### src/mips_pkg.sv
`default_nettype none

package mips_pkg;

    typedef logic [31:0] word_t;
    typedef logic [4:0]  reg_addr_t;

    // pc of the first fetched word
    localparam word_t RESET_PC = 32'hbfc0_0000;

    // width of the credit counters on both streams
    localparam int CREDIT_W = 4;

    // major opcodes
    localparam logic [5:0] OP_SPECIAL = 6'h00;
    localparam logic [5:0] OP_ADDIU   = 6'h09;
    localparam logic [5:0] OP_SLTI    = 6'h0a;
    localparam logic [5:0] OP_ANDI    = 6'h0c;
    localparam logic [5:0] OP_ORI     = 6'h0d;
    localparam logic [5:0] OP_XORI    = 6'h0e;
    localparam logic [5:0] OP_LUI     = 6'h0f;

    // funct field, only meaningful under OP_SPECIAL
    localparam logic [5:0] FN_SLL  = 6'h00;
    localparam logic [5:0] FN_SRL  = 6'h02;
    localparam logic [5:0] FN_ADDU = 6'h21;
    localparam logic [5:0] FN_SUBU = 6'h23;
    localparam logic [5:0] FN_AND  = 6'h24;
    localparam logic [5:0] FN_OR   = 6'h25;
    localparam logic [5:0] FN_XOR  = 6'h26;
    localparam logic [5:0] FN_NOR  = 6'h27;
    localparam logic [5:0] FN_SLT  = 6'h2a;

    typedef enum logic [3:0] {
        ALU_ADD,
        ALU_SUB,
        ALU_AND,
        ALU_OR,
        ALU_XOR,
        ALU_NOR,
        ALU_SLT,
        ALU_SLL,
        ALU_SRL,
        ALU_LUI,
        ALU_NONE
    } alu_op_t;

    // decode to execute
    typedef struct packed {
        word_t      pc;
        alu_op_t    alu_op;
        reg_addr_t  rs;
        reg_addr_t  rt;
        word_t      rs_val;
        word_t      rt_val;
        logic       use_imm;
        word_t      imm;
        logic [4:0] shamt;
        reg_addr_t  dest;
        logic       wen;
    } decode_data_t;

    // execute to retire
    typedef struct packed {
        word_t     pc;
        logic      wen;
        reg_addr_t dest;
        word_t     result;
    } exec_data_t;

endpackage

`default_nettype wire

### src/control.sv
`timescale 1ns/1ps
`default_nettype none

module control
    import mips_pkg::*;
(
    input  logic clk,
    input  logic rst_n,
    input  logic r_valid,
    input  logic retire_credit,
    input  logic queue_empty,
    output logic advance,
    output logic pop,
    output logic retire_fire
);
    logic [CREDIT_W-1:0] credit_cnt;
    logic                has_credit;

    assign has_credit  = (credit_cnt != '0);
    assign retire_fire = r_valid && has_credit;

    // a full retire stage with no credit freezes every stage
    assign advance = !r_valid || has_credit;
    assign pop     = advance && !queue_empty;

    always_ff @(posedge clk or negedge rst_n) begin
        if (!rst_n) begin
            credit_cnt <= '0;
        end else begin
            case ({retire_credit, retire_fire})
                2'b10: begin
                    // saturates at the top of the counter
                    if (credit_cnt != '1) begin
                        credit_cnt <= credit_cnt + 1'b1;
                    end
                end
                2'b01:   credit_cnt <= credit_cnt - 1'b1;
                default: credit_cnt <= credit_cnt;
            endcase
        end
    end

endmodule

`default_nettype wire

### src/datapath.sv
`timescale 1ns/1ps
`default_nettype none

module datapath
    import mips_pkg::*;
#(
    parameter int FETCH_DEPTH = 4
) (
    input  logic      clk,
    input  logic      rst_n,
    input  logic      in_valid,
    input  word_t     in_instr,
    input  logic      retire_credit,
    output logic      in_credit,
    output logic      retire_valid,
    output word_t     retire_pc,
    output logic      retire_wen,
    output reg_addr_t retire_addr,
    output word_t     retire_data
);
    logic         queue_empty;
    word_t        head_instr;
    word_t        head_pc;
    logic         pop;
    logic         advance;
    logic         retire_fire;
    reg_addr_t    rd_addr_a;
    reg_addr_t    rd_addr_b;
    word_t        rd_data_a;
    word_t        rd_data_b;
    decode_data_t dec;
    logic         e_valid;
    decode_data_t e_data;
    exec_data_t   x_data;
    logic         r_valid;
    exec_data_t   r_data;
    logic         rf_wen;

    fetch_queue #(
        .FETCH_DEPTH (FETCH_DEPTH),
        .RESET_PC    (RESET_PC)
    ) fetch_queue_inst (
        .clk, .rst_n, .in_valid, .in_instr, .pop, .in_credit,
        .empty (queue_empty),
        .head_instr, .head_pc
    );

    decode decode_inst (
        .head_instr, .head_pc, .rd_data_a, .rd_data_b,
        .rd_addr_a, .rd_addr_b, .dec
    );

    // head of the queue into execute
    pipe_reg #(.payload_t(decode_data_t)) e_reg (
        .clk, .rst_n, .advance,
        .in_valid  (pop),
        .in_data   (dec),
        .out_valid (e_valid),
        .out_data  (e_data)
    );

    execute execute_inst (
        .e_valid, .e_data, .r_valid, .r_data, .x_data
    );

    pipe_reg #(.payload_t(exec_data_t)) r_reg (
        .clk, .rst_n, .advance,
        .in_valid  (e_valid),
        .in_data   (x_data),
        .out_valid (r_valid),
        .out_data  (r_data)
    );

    // write only when the record actually leaves
    assign rf_wen = retire_fire && r_data.wen;

    regfile regfile_inst (
        .clk, .rst_n, .rd_addr_a, .rd_addr_b,
        .wen     (rf_wen),
        .wr_addr (r_data.dest),
        .wr_data (r_data.result),
        .rd_data_a, .rd_data_b
    );

    control control_inst (
        .clk, .rst_n, .r_valid, .retire_credit, .queue_empty,
        .advance, .pop, .retire_fire
    );

    assign retire_valid = retire_fire;
    assign retire_pc    = r_data.pc;
    assign retire_wen   = r_data.wen;
    assign retire_addr  = r_data.dest;
    assign retire_data  = r_data.result;

endmodule

`default_nettype wire

### src/decode.sv
`timescale 1ns/1ps
`default_nettype none

module decode
    import mips_pkg::*;
(
    input  word_t        head_instr,
    input  word_t        head_pc,
    input  word_t        rd_data_a,
    input  word_t        rd_data_b,
    output reg_addr_t    rd_addr_a,
    output reg_addr_t    rd_addr_b,
    output decode_data_t dec
);
    logic [5:0] opcode;
    logic [5:0] funct;
    reg_addr_t  rs;
    reg_addr_t  rt;
    reg_addr_t  rd;
    word_t      imm_sext;
    word_t      imm_zext;

    assign opcode   = head_instr[31:26];
    assign rs       = head_instr[25:21];
    assign rt       = head_instr[20:16];
    assign rd       = head_instr[15:11];
    assign funct    = head_instr[5:0];
    assign imm_sext = {{16{head_instr[15]}}, head_instr[15:0]};
    assign imm_zext = {16'b0, head_instr[15:0]};

    assign rd_addr_a = rs;
    assign rd_addr_b = rt;

    always_comb begin
        dec         = '0;
        dec.pc      = head_pc;
        dec.rs      = rs;
        dec.rt      = rt;
        dec.rs_val  = rd_data_a;
        dec.rt_val  = rd_data_b;
        dec.shamt   = head_instr[10:6];
        // i-type defaults: rt is the target, zero-extended immediate
        dec.use_imm = 1'b1;
        dec.imm     = imm_zext;
        dec.dest    = rt;
        dec.alu_op  = ALU_NONE;
        case (opcode)
            OP_SPECIAL: begin
                dec.use_imm = 1'b0;
                dec.dest    = rd;
                case (funct)
                    FN_ADDU: dec.alu_op = ALU_ADD;
                    FN_SUBU: dec.alu_op = ALU_SUB;
                    FN_AND:  dec.alu_op = ALU_AND;
                    FN_OR:   dec.alu_op = ALU_OR;
                    FN_XOR:  dec.alu_op = ALU_XOR;
                    FN_NOR:  dec.alu_op = ALU_NOR;
                    FN_SLT:  dec.alu_op = ALU_SLT;
                    FN_SLL:  dec.alu_op = ALU_SLL;
                    FN_SRL:  dec.alu_op = ALU_SRL;
                    default: dec.alu_op = ALU_NONE;
                endcase
            end
            OP_ADDIU: begin
                dec.alu_op = ALU_ADD;
                dec.imm    = imm_sext;
            end
            OP_SLTI: begin
                dec.alu_op = ALU_SLT;
                dec.imm    = imm_sext;
            end
            OP_ANDI: dec.alu_op = ALU_AND;
            OP_ORI:  dec.alu_op = ALU_OR;
            OP_XORI: dec.alu_op = ALU_XOR;
            OP_LUI:  dec.alu_op = ALU_LUI;
            default: dec.alu_op = ALU_NONE;
        endcase
        // unknown encodings and $zero targets retire without a write
        dec.wen = (dec.alu_op != ALU_NONE) && (dec.dest != '0);
    end

endmodule

`default_nettype wire

### src/execute.sv
`timescale 1ns/1ps
`default_nettype none

module execute
    import mips_pkg::*;
(
    input  logic         e_valid,
    input  decode_data_t e_data,
    input  logic         r_valid,
    input  exec_data_t   r_data,
    output exec_data_t   x_data
);
    logic  fwd_ok;
    word_t src_a;
    word_t src_b;
    word_t op_b;
    word_t result;

    // retire stage result counts only if it will land in the regfile
    assign fwd_ok = r_valid && r_data.wen && (r_data.dest != '0);

    assign src_a = (fwd_ok && (r_data.dest == e_data.rs)) ? r_data.result : e_data.rs_val;
    assign src_b = (fwd_ok && (r_data.dest == e_data.rt)) ? r_data.result : e_data.rt_val;
    assign op_b  = e_data.use_imm ? e_data.imm : src_b;

    always_comb begin
        case (e_data.alu_op)
            ALU_ADD: result = src_a + op_b;
            ALU_SUB: result = src_a - op_b;
            ALU_AND: result = src_a & op_b;
            ALU_OR:  result = src_a | op_b;
            ALU_XOR: result = src_a ^ op_b;
            ALU_NOR: result = ~(src_a | op_b);
            // signed compare, covers slt and slti
            ALU_SLT: result = {31'b0, $signed(src_a) < $signed(op_b)};
            // shifts take rt, never the immediate
            ALU_SLL: result = src_b << e_data.shamt;
            ALU_SRL: result = src_b >> e_data.shamt;
            ALU_LUI: result = {e_data.imm[15:0], 16'b0};
            default: result = '0;
        endcase
    end

    always_comb begin
        x_data.pc     = e_data.pc;
        x_data.wen    = e_valid && e_data.wen;
        x_data.dest   = e_data.dest;
        x_data.result = result;
    end

endmodule

`default_nettype wire

### src/fetch_queue.sv
`timescale 1ns/1ps
`default_nettype none

module fetch_queue
    import mips_pkg::*;
#(
    parameter int    FETCH_DEPTH = 4,
    parameter word_t RESET_PC    = mips_pkg::RESET_PC
) (
    input  logic  clk,
    input  logic  rst_n,
    input  logic  in_valid,
    input  word_t in_instr,
    input  logic  pop,
    output logic  in_credit,
    output logic  empty,
    output word_t head_instr,
    output word_t head_pc
);
    localparam int PTR_W = (FETCH_DEPTH > 1) ? $clog2(FETCH_DEPTH) : 1;
    localparam logic [PTR_W-1:0] LAST = PTR_W'(FETCH_DEPTH - 1);

    word_t instr_mem [FETCH_DEPTH];
    word_t pc_mem [FETCH_DEPTH];
    logic [PTR_W-1:0] wr_ptr;
    logic [PTR_W-1:0] rd_ptr;
    logic [CREDIT_W-1:0] count;
    word_t next_pc;

    assign empty      = (count == '0);
    assign head_instr = instr_mem[rd_ptr];
    assign head_pc    = pc_mem[rd_ptr];

    // entries carry the pc they were fetched at
    always_ff @(posedge clk) begin
        if (in_valid) begin
            instr_mem[wr_ptr] <= in_instr;
            pc_mem[wr_ptr]    <= next_pc;
        end
    end

    always_ff @(posedge clk or negedge rst_n) begin
        if (!rst_n) begin
            wr_ptr    <= '0;
            rd_ptr    <= '0;
            count     <= '0;
            next_pc   <= RESET_PC;
            in_credit <= 1'b0;
        end else begin
            // one credit back to the source per freed entry
            in_credit <= pop;
            if (in_valid) begin
                wr_ptr  <= (wr_ptr == LAST) ? '0 : wr_ptr + 1'b1;
                next_pc <= next_pc + 32'd4;
            end
            if (pop) begin
                rd_ptr <= (rd_ptr == LAST) ? '0 : rd_ptr + 1'b1;
            end
            case ({in_valid, pop})
                2'b10:   count <= count + 1'b1;
                2'b01:   count <= count - 1'b1;
                default: count <= count;
            endcase
        end
    end

endmodule

`default_nettype wire

### src/pipe_reg.sv
`timescale 1ns/1ps
`default_nettype none

module pipe_reg #(
    parameter type payload_t = logic
) (
    input  logic     clk,
    input  logic     rst_n,
    input  logic     advance,
    input  logic     in_valid,
    input  payload_t in_data,
    output logic     out_valid,
    output payload_t out_data
);

    always_ff @(posedge clk or negedge rst_n) begin
        if (!rst_n) begin
            out_valid <= 1'b0;
        end else if (advance) begin
            out_valid <= in_valid;
        end
    end

    // payload only matters while out_valid is set
    always_ff @(posedge clk) begin
        if (advance) begin
            out_data <= in_data;
        end
    end

endmodule

`default_nettype wire

### src/regfile.sv
`timescale 1ns/1ps
`default_nettype none

module regfile
    import mips_pkg::*;
(
    input  logic      clk,
    input  logic      rst_n,
    input  reg_addr_t rd_addr_a,
    input  reg_addr_t rd_addr_b,
    input  logic      wen,
    input  reg_addr_t wr_addr,
    input  word_t     wr_data,
    output word_t     rd_data_a,
    output word_t     rd_data_b
);
    word_t regs [32];

    always_ff @(posedge clk or negedge rst_n) begin
        if (!rst_n) begin
            for (int i = 0; i < 32; i++) begin
                regs[i] <= '0;
            end
        end else if (wen && (wr_addr != '0)) begin
            regs[wr_addr] <= wr_data;
        end
    end

    // write-through so decode sees the value retiring this cycle
    assign rd_data_a = (rd_addr_a == '0) ? '0 :
                       (wen && (rd_addr_a == wr_addr)) ? wr_data : regs[rd_addr_a];
    assign rd_data_b = (rd_addr_b == '0) ? '0 :
                       (wen && (rd_addr_b == wr_addr)) ? wr_data : regs[rd_addr_b];

endmodule

`default_nettype wire

### config.mk
export PLATFORM = sky130hd
export DESIGN_NAME = datapath
export DESIGN_NICKNAME = d
export VERILOG_FILES = /design/src/mips_pkg.sv /design/src/control.sv /design/src/datapath.sv /design/src/decode.sv /design/src/execute.sv /design/src/fetch_queue.sv /design/src/pipe_reg.sv /design/src/regfile.sv
export SDC_FILE = /design/constraint.sdc
export NUM_CORES = 2
export LEC_CHECK = 0
export ABC_CLOCK_PERIOD_IN_PS = 8100
export BUFFER_PORTS_ARGS = -buffer_cell sky130_fd_sc_hd__buf_4
export CORE_MARGIN = 1
export CORE_UTILIZATION = 25
export DETAILED_ROUTE_END_ITERATION = 12
export GPL_ROUTABILITY_DRIVEN = 0
export PLACE_DENSITY = 0.43
export SKIP_LAST_GASP = 1
export SYNTH_ARGS = -nofsm -noshare
export SYNTH_HDL_FRONTEND = slang
export SYNTH_SLANG_ARGS = --single-unit
### constraint.sdc
create_clock -name clk -period 8.1 [get_ports clk]
set_input_delay 1.62 -clock clk [delete_from_list [all_inputs] [get_ports clk]]
set_output_delay 1.62 -clock clk [all_outputs]
set_load 0.01 [all_outputs]
# --- Word-level counts from Yosys, hierarchy flattened ---
# Memory sizes are Yosys's and may differ from the RTL's. A register that Yosys moved wholly into a read port is not among the register bits.
# Cells that the tools add are included.
totals:
  register_bits: 1248
  word_cells: 171
  ram_bits: 256
  latch_bits: 0
  out_inout_bits: 72
  mem_bits_ro: 0
  n_memories: 2
  input_bits: 36
mem_list:
  columns: ["name", "words", "width", "read_ports", "rd_ports_with_merged_regs", "wr", "line", "source"]
  rows:
  - ["fetch_queue_inst.instr_mem", 4, 32, 1, 0, 1, "fetch_queue.sv:23", "word_t instr_mem [FETCH_DEPTH];"]
  - ["fetch_queue_inst.pc_mem", 4, 32, 1, 1, 1, "fetch_queue.sv:24", "word_t pc_mem [FETCH_DEPTH];"]
classes:
  n_reduce_logical: 29
  n_mul: 0
  shift: 2
  div: 0
  bitwise: 7
  muxes: 26
  add_sub_neg: 9
  magnitude_cmp: 5
  n_eq_ne: 36
ops:
  columns: ["cell", "count"]
  rows:
  - ["1024-bit bitwise mux", 1]
  - ["32-bit binary-select mux with 5-bit select", 2]
  - ["32-bit 2-to-1 mux", 10]
  - ["32-bit one-hot mux with 10 select lines", 1]
  - ["32-bit demux with 5-bit select", 1]
  - ["6-bit equality test, second input constant", 7]
  - ["6-bit by 4-bit equality test with 1-bit output, second input constant", 6]
  - ["4-bit one-hot mux with 9 select lines", 1]
  - ["32-bit by 3-bit adder with 32-bit output, second input constant", 1]
  - ["32-bit adder", 1]
  - ["32-bit AND", 1]
  - ["32-bit < comparator", 1]
  - ["32-bit inverter", 1]
  - ["32-bit bitwise OR", 1]
  - ["32-bit by 5-bit left shift with 32-bit output", 1]
  - ["32-bit by 5-bit right shift with 32-bit output", 1]
  - ["32-bit subtractor", 1]
  - ["32-bit bitwise XOR", 1]
  - ["4-bit one-hot mux with 7 select lines", 1]
  - ["5-bit equality test", 4]
  - ["6-bit greater-or-equal comparator, second input constant", 3]
  - ["5-bit inverter with 6-bit output", 3]
  - ["4-bit by 3-bit equality test with 1-bit output, second input constant", 4]
  - ["4-bit one-hot mux with 2 select lines", 2]
  - ["27 further kinds", 58]

# --- Depth between registers and ports, before layout ---
logic_depth:
  depth_word: 8
  mapped_depth: 24
  depth_no_buf: 19

# --- By module ---
# A second synthesis with hierarchy kept.
unflattened:
  hier_cells: 6208
  area_unflattened_um2: 85438.2
modules_own_cells:
  columns: ["module", "cells_each", "area_per_inst_um2", "instances"]
  rows:
  - ["regfile", 3775, 54986.5, 1]
  - ["execute", 1478, 10954.3, 1]
  - ["fetch_queue", 495, 10877.9, 1]
  - ["pipe_reg (e_reg)", 156, 4664.5, 1]
  - ["pipe_reg (r_reg)", 72, 2142.1, 1]
  - ["decode", 203, 1506.4, 1]
  - ["control", 28, 300.3, 1]
  - ["datapath", 1, 6.3, 1]

# --- Worst setup path after synthesis ---
# Ideal clock, no wire load.
synth_timing:
  path_kind: "register -> register"
  startpoint: "register control_inst.credit_cnt[1]"
  endpoint: "register e_reg.out_data[0] (netlist name), enable pin"
  required_ns: 6.506
  arrival_time_ns: 4.250
  setup_time_ns: 1.594
  stages_incl_launch_ff: 3
  path_slack_ns: 2.256
  path_cell_list: "dfrtp_1 -> nor4_1 -> nand2_1"
synth_via:
  elab_chain_len: 2
synth_rtl:
  columns: ["item", "line", "source"]
  rows:
  - ["from (decl)", "control.sv:16", "logic [CREDIT_W-1:0] credit_cnt;"]
  - ["from (signal assigned)", "control.sv:34", "credit_cnt <= credit_cnt + 1'b1;"]
  - ["from (signal assigned)", "control.sv:37", "2'b01: credit_cnt <= credit_cnt - 1'b1;"]
  - ["from (signal assigned)", "control.sv:38", "default: credit_cnt <= credit_cnt;"]
  - ["4-bit nonzero test", "control.sv:19", "assign has_credit = (credit_cnt != '0);"]
  - ["1-bit logical OR", "control.sv:23", "assign advance = !r_valid || has_credit;"]
  - ["net advance", "datapath.sv:25", "logic advance;"]
  - ["to (signal assigned)", "pipe_reg.sv:27", "out_data <= in_data;"]
  - ["to (decl)", "pipe_reg.sv:13", "output payload_t out_data"]
# The timed path passes the listed nets, and every way through them passes these cells.
# A chain may end at the register's enable or synchronous reset.

# --- Final worst setup path ---
layout_timing:
  startpoint: "register r_reg.out_data[32] (netlist name)"
  endpoint: "register r_reg.out_data[31] (netlist name) (data pin)"
layout_via:
  elab_chain_len: 8
layout_rtl:
  columns: ["item", "line", "source"]
  rows:
  - ["from (decl)", "pipe_reg.sv:13", null]
  - ["from (signal assigned)", "pipe_reg.sv:27", null]
  - ["parallel branches: the longest is 7 deep, another holds 32-bit subtractor", null, null]
  - ["32-bit one-hot mux with 10 select lines *", "execute.sv:27", "case (e_data.alu_op)"]
# Every way passes the cells marked *.

==> run_results.csv <==
group,metric,value,unit
floorplan,initial_core_util,25.2,%
power_and_ir_drop,p_seq_share,32.7,%
synth,netlist_instances,5500,
min_path,hold_depth,0,
outcome,status,"finished, violations left",
detailed_routing,drtIter0Drc,4511,
synth,synth-compound-area-share,4.51,%
floorplan,die_area,329000,sq um
synth,synth_area,81600,sq um
power_and_ir_drop,power.internal,20.6,mW
sta,maxClockFrequency,142,MHz
detailed_routing,vias_per_cell,5.14,
global_routing,grt_overflow,0,
power_and_ir_drop,vdd_drop_max,0.253,mV
sta,slew-limit-headroom,21.1,%
synth,yosysWarnings,0,
sta,drv_slew,0,
finish,layout.nets,5556,
sta,tightest_slew,1.15,ns
power_and_ir_drop,p_sw_share,39.0,%
clock_tree,clkLatencyLatePin,0.86,ns
global_routing,grt_max_degree,159,
sta,final.period_utilization,87.1,%
placement,port-buffer-count,105,
worst_setup_path,cp_max_fo,32,
min_path,min_to,"regfile_inst.regs[1014]$_DFFE_PN0P_",
min_path,hold_class,"flip-flop to flip-flop",
synth,yosys.area_share.adder,1.74,%
placement,dp_hpwl,176000,um
synth,yosysTopAreaCell,"dfrtp_1",
sta,hold_viol,0,
detailed_routing,post-route-drc-count,4,
placement,placed_area,87600,sq um
detailed_routing,ant_nets,0,
synth,synth-seq-area-share,49.3,%
global_routing,antenna_found_initial,6,
floorplan,die_h,573,um
detailed_routing,vias,50800,
global_routing,grt_pass1_wl,414000,um
floorplan,die_w,573,um
detailed_routing,wl_per_cell,29.2,um
finish,fin_area,93600,sq um
clock_tree,cts-buffers-inserted,184,
clock_tree,cts.repair.resized,0,
sta,tns,0,ns
floorplan,core_area,325000,sq um
global_routing,grt_pass1_vias,52800,
sta,setup_viol,0,
worst_setup_path,end_kind,"flip-flop",
synth,synth_top_family_by_area,"multiplexers",
worst_setup_path,r2r_end,"r_reg.out_data[31]$_SDFFCE_PN0P_",
power_and_ir_drop,clkPwrFrac,24.8,%
synth,async_reset_ff_share,70.5,%
synth,syn_area_per_cell,14.8,sq um
worst_setup_path,crit_path_start_kind,"flip-flop",
synth,synth.area.top_cells,"dfrtp_1 32%, mux4_2 20%, edfxtp_1 16%",
synth,synth_mux_area_share,37.3,%
sta,hold_ws,0.393,ns
floorplan,ios,108,
detailed_routing,drtPass1Iterations,12,
outcome,violations,"design-rule violations",
run,timing.max_cap.violations,0,
placement,place_inst,9548,
clock_tree,cts_tree,"built",
power_and_ir_drop,p_leak,39.1,nW
synth,ys_types,83,
sta,rsz0062_at_grt,"false",
clock_tree,htree_levels,4,
detailed_routing,wl,288000,um
min_path,hold_start,"regfile_inst.regs[1014]$_DFFE_PN0P_",
clock_tree,clockRootBuffer,"clkbuf_16",
floorplan,std_cell_rows,209,
worst_setup_path,worstSetupPathType,"flip-flop to flip-flop",
finish,area_growth,14.6,%
power_and_ir_drop,power_frac_comb,42.5,%
synth,synth-main-ff-cell,"dfrtp_1",
power_and_ir_drop,p_switching,13.2,mW
synth,yosysTopAreaCellShare,32.5,%
clock_tree,cts_buffer_depth,4,
synth,synth-edff-count,448,
sta,fin_skew,0.0758,ns
power_and_ir_drop,p_per_area,361,nW/um^2
finish,post-route-util,28.8,%
sta,layout_min_cycle_time,7.05,ns
worst_setup_path,worstPathRequired,8.66,ns
synth,yosys.area_share.simple,3.09,%
synth,synth_xor_area_share,0.890,%
finish,instances_no_fill,9879,
clock_tree,post_cts_buffers,0,
finish,drive_above_1_share,43.4,%
synth,synth_seq_cells,1517,
worst_setup_path,arrival,7.62,ns
worst_setup_path,rrSetupSlack,1.05,ns
clock_tree,postCtsHoldBufs,0,
clock_tree,clk_pin_slew_worst_paths,0.06,ns
worst_setup_path,reg2reg_depth,15,
global_routing,grt_use_total,17.3,%
worst_setup_path,r2r-start,"r_reg.out_data[32]$_DFFE_PP_",
clock_tree,cts_sinks,1517,
[cell type report]
cell class	count	area [sq um]
Sequential cell	1517	40200
Fill cell	32400	231000
Clock buffer	260	5170
Antenna cell	4	10.0
Tap cell	4325	5410
Clock inverter	67	816
Multi-Input combinational cell	3317	39200
Inverter	113	424
Timing Repair Buffer	276	2350
[power groups by stage]
stage / clock (mW) / sequential [mW] / combinational, mW
2_1_floorplan: 0 / 10.7 / 9.52
3_3_place_gp: 0 / 11.1 / 14.4
3_5_place_dp: 0 / 11.2 / 14.4
4_1_cts: 8.63 / 11.0 / 14.5
5_1_grt: 8.91 / 11.3 / 15.2
6_report: 8.38 / 11.0 / 14.4
[logic make-up after synthesis]
kind of cell             Yosys count
flip-flops                      1517
buffers and inverters            667
AO/OA/AOI/OAI                    572
XOR/XNOR                          83
adder cells (fa/ha/maj)          111
other                              1
AND/OR/NAND/NOR                  560
multiplexers                    1989
[worst max path at each step]
stage                                                 from                               end  slack [ns]  cells past startpoint
CTS                           r_reg.out_data[32]$_DFFE_PP_  r_reg.out_data[31]$_SDFFCE_PN0P_        1.26                     15
global placement              r_reg.out_data[32]$_DFFE_PP_  r_reg.out_data[31]$_SDFFCE_PN0P_        1.38                     15
finish                        r_reg.out_data[32]$_DFFE_PP_  r_reg.out_data[31]$_SDFFCE_PN0P_        1.05                     15
floorplan           control_inst.credit_cnt[1]$_DFFE_PN0P_       e_reg.out_data[0]$_DFFE_PP_        2.26                      2
detailed placement            r_reg.out_data[32]$_DFFE_PP_  r_reg.out_data[31]$_SDFFCE_PN0P_        1.28                     15
global route                  r_reg.out_data[32]$_DFFE_PP_  r_reg.out_data[31]$_SDFFCE_PN0P_        0.75                     15
[routing by layer]
| layer | GRT usage (%) | wire (um) | vias to the layer above |
|---|---|---|---|
| met5 | 0.348 | 174 | - |
| met4 | 5.13 | 8820 | 4 |
| met3 | 2.83 | 14500 | 412 |
| met2 | 28.8 | 140000 | 1457 |
| met1 | 23.1 | 125000 | 27800 |
| li1 | - | - | 21100 |
[sequential cells by signal, indices dropped and copies added (netlist names)]
signal / cells
fetch_queue_inst.count: 4
fetch_queue_inst.wr_ptr: 2
fetch_queue_inst.next_pc: 30
regfile_inst.regs: 1024
r_reg.out_valid: 1
control_inst.credit_cnt: 4
fetch_queue_inst.pc_mem: 120
e_reg.out_valid: 1
e_reg.out_data: 132
r_reg.out_data: 68
fetch_queue_inst.in_credit: 1
fetch_queue_inst.rd_ptr: 2
fetch_queue_inst.instr_mem: 128
[layout by cell type, fill, tap and decap left out, drive strengths merged, types with 35 or more instances in the layout]
master / n
mux2i: 199
dfrtp: 1060
o21ai: 127
mux2: 1053
clkbuf: 260
xnor2: 55
mux4: 737
inv: 119
nand3: 35
clkinv: 41
a211oi: 51
edfxtp: 448
ha: 107
nor2: 199
a21oi: 184
nand2: 178
buf: 276
[Yosys cell counts (6+ instances only)]
master     number
and3_1         18
nand2b_1       17
a21o_1         15
dfrtp_1      1060
and2_1         18
a211oi_1       51
nand2_1       178
edfxtp_1      448
buf_1          92
nor3_1         27
o22ai_1         8
o211ai_1       25
dfstp_2         9
clkbuf_1      441
a2111oi_0       8
a31oi_1         7
or3_1           8
o21ai_0       122
a21boi_0       10
o21bai_1       12
mux2_2       1047
nand4_1        13
xor2_1         28
nor2_1        199
buf_2          11
mux2i_1       194
mux4_2        737
a21oi_1       184
o311ai_0        6
o31ai_1        10
nor2b_1        11
a22oi_1        12
nand3_1        35
buf_6           6
inv_1         109
o221ai_1       12
a221oi_1       34
nor4_1         12
xnor2_1        55
a221o_1         8
a222oi_1        9
ha_1          107
[per-stage QoR]
step                setup slack, ns  total power [mW]
floorplan                      2.26              20.2
global placement               1.38              25.5
detailed placement             1.28              25.6
CTS                            1.26              34.1
global route                  0.751              35.4
finish                         1.05              33.8
[worst max-delay path, cell delays in order, from the launching register on]
cell and delay (ns):
edfxtp_1 0.64, or2_2 0.47, o211ai_4 0.15, or4_4 0.83
mux2i_1 0.53, a21oi_1 0.20, ha_1 0.48, or4_1 0.57
a211oi_1 0.50, a21oi_1 0.28, o311ai_0 0.79, o21ai_0 0.36
a21oi_1 0.28, a221oi_1 0.11, mux2_2 0.28, a211o_1 0.26
Power figures use the tool's default switching activity.
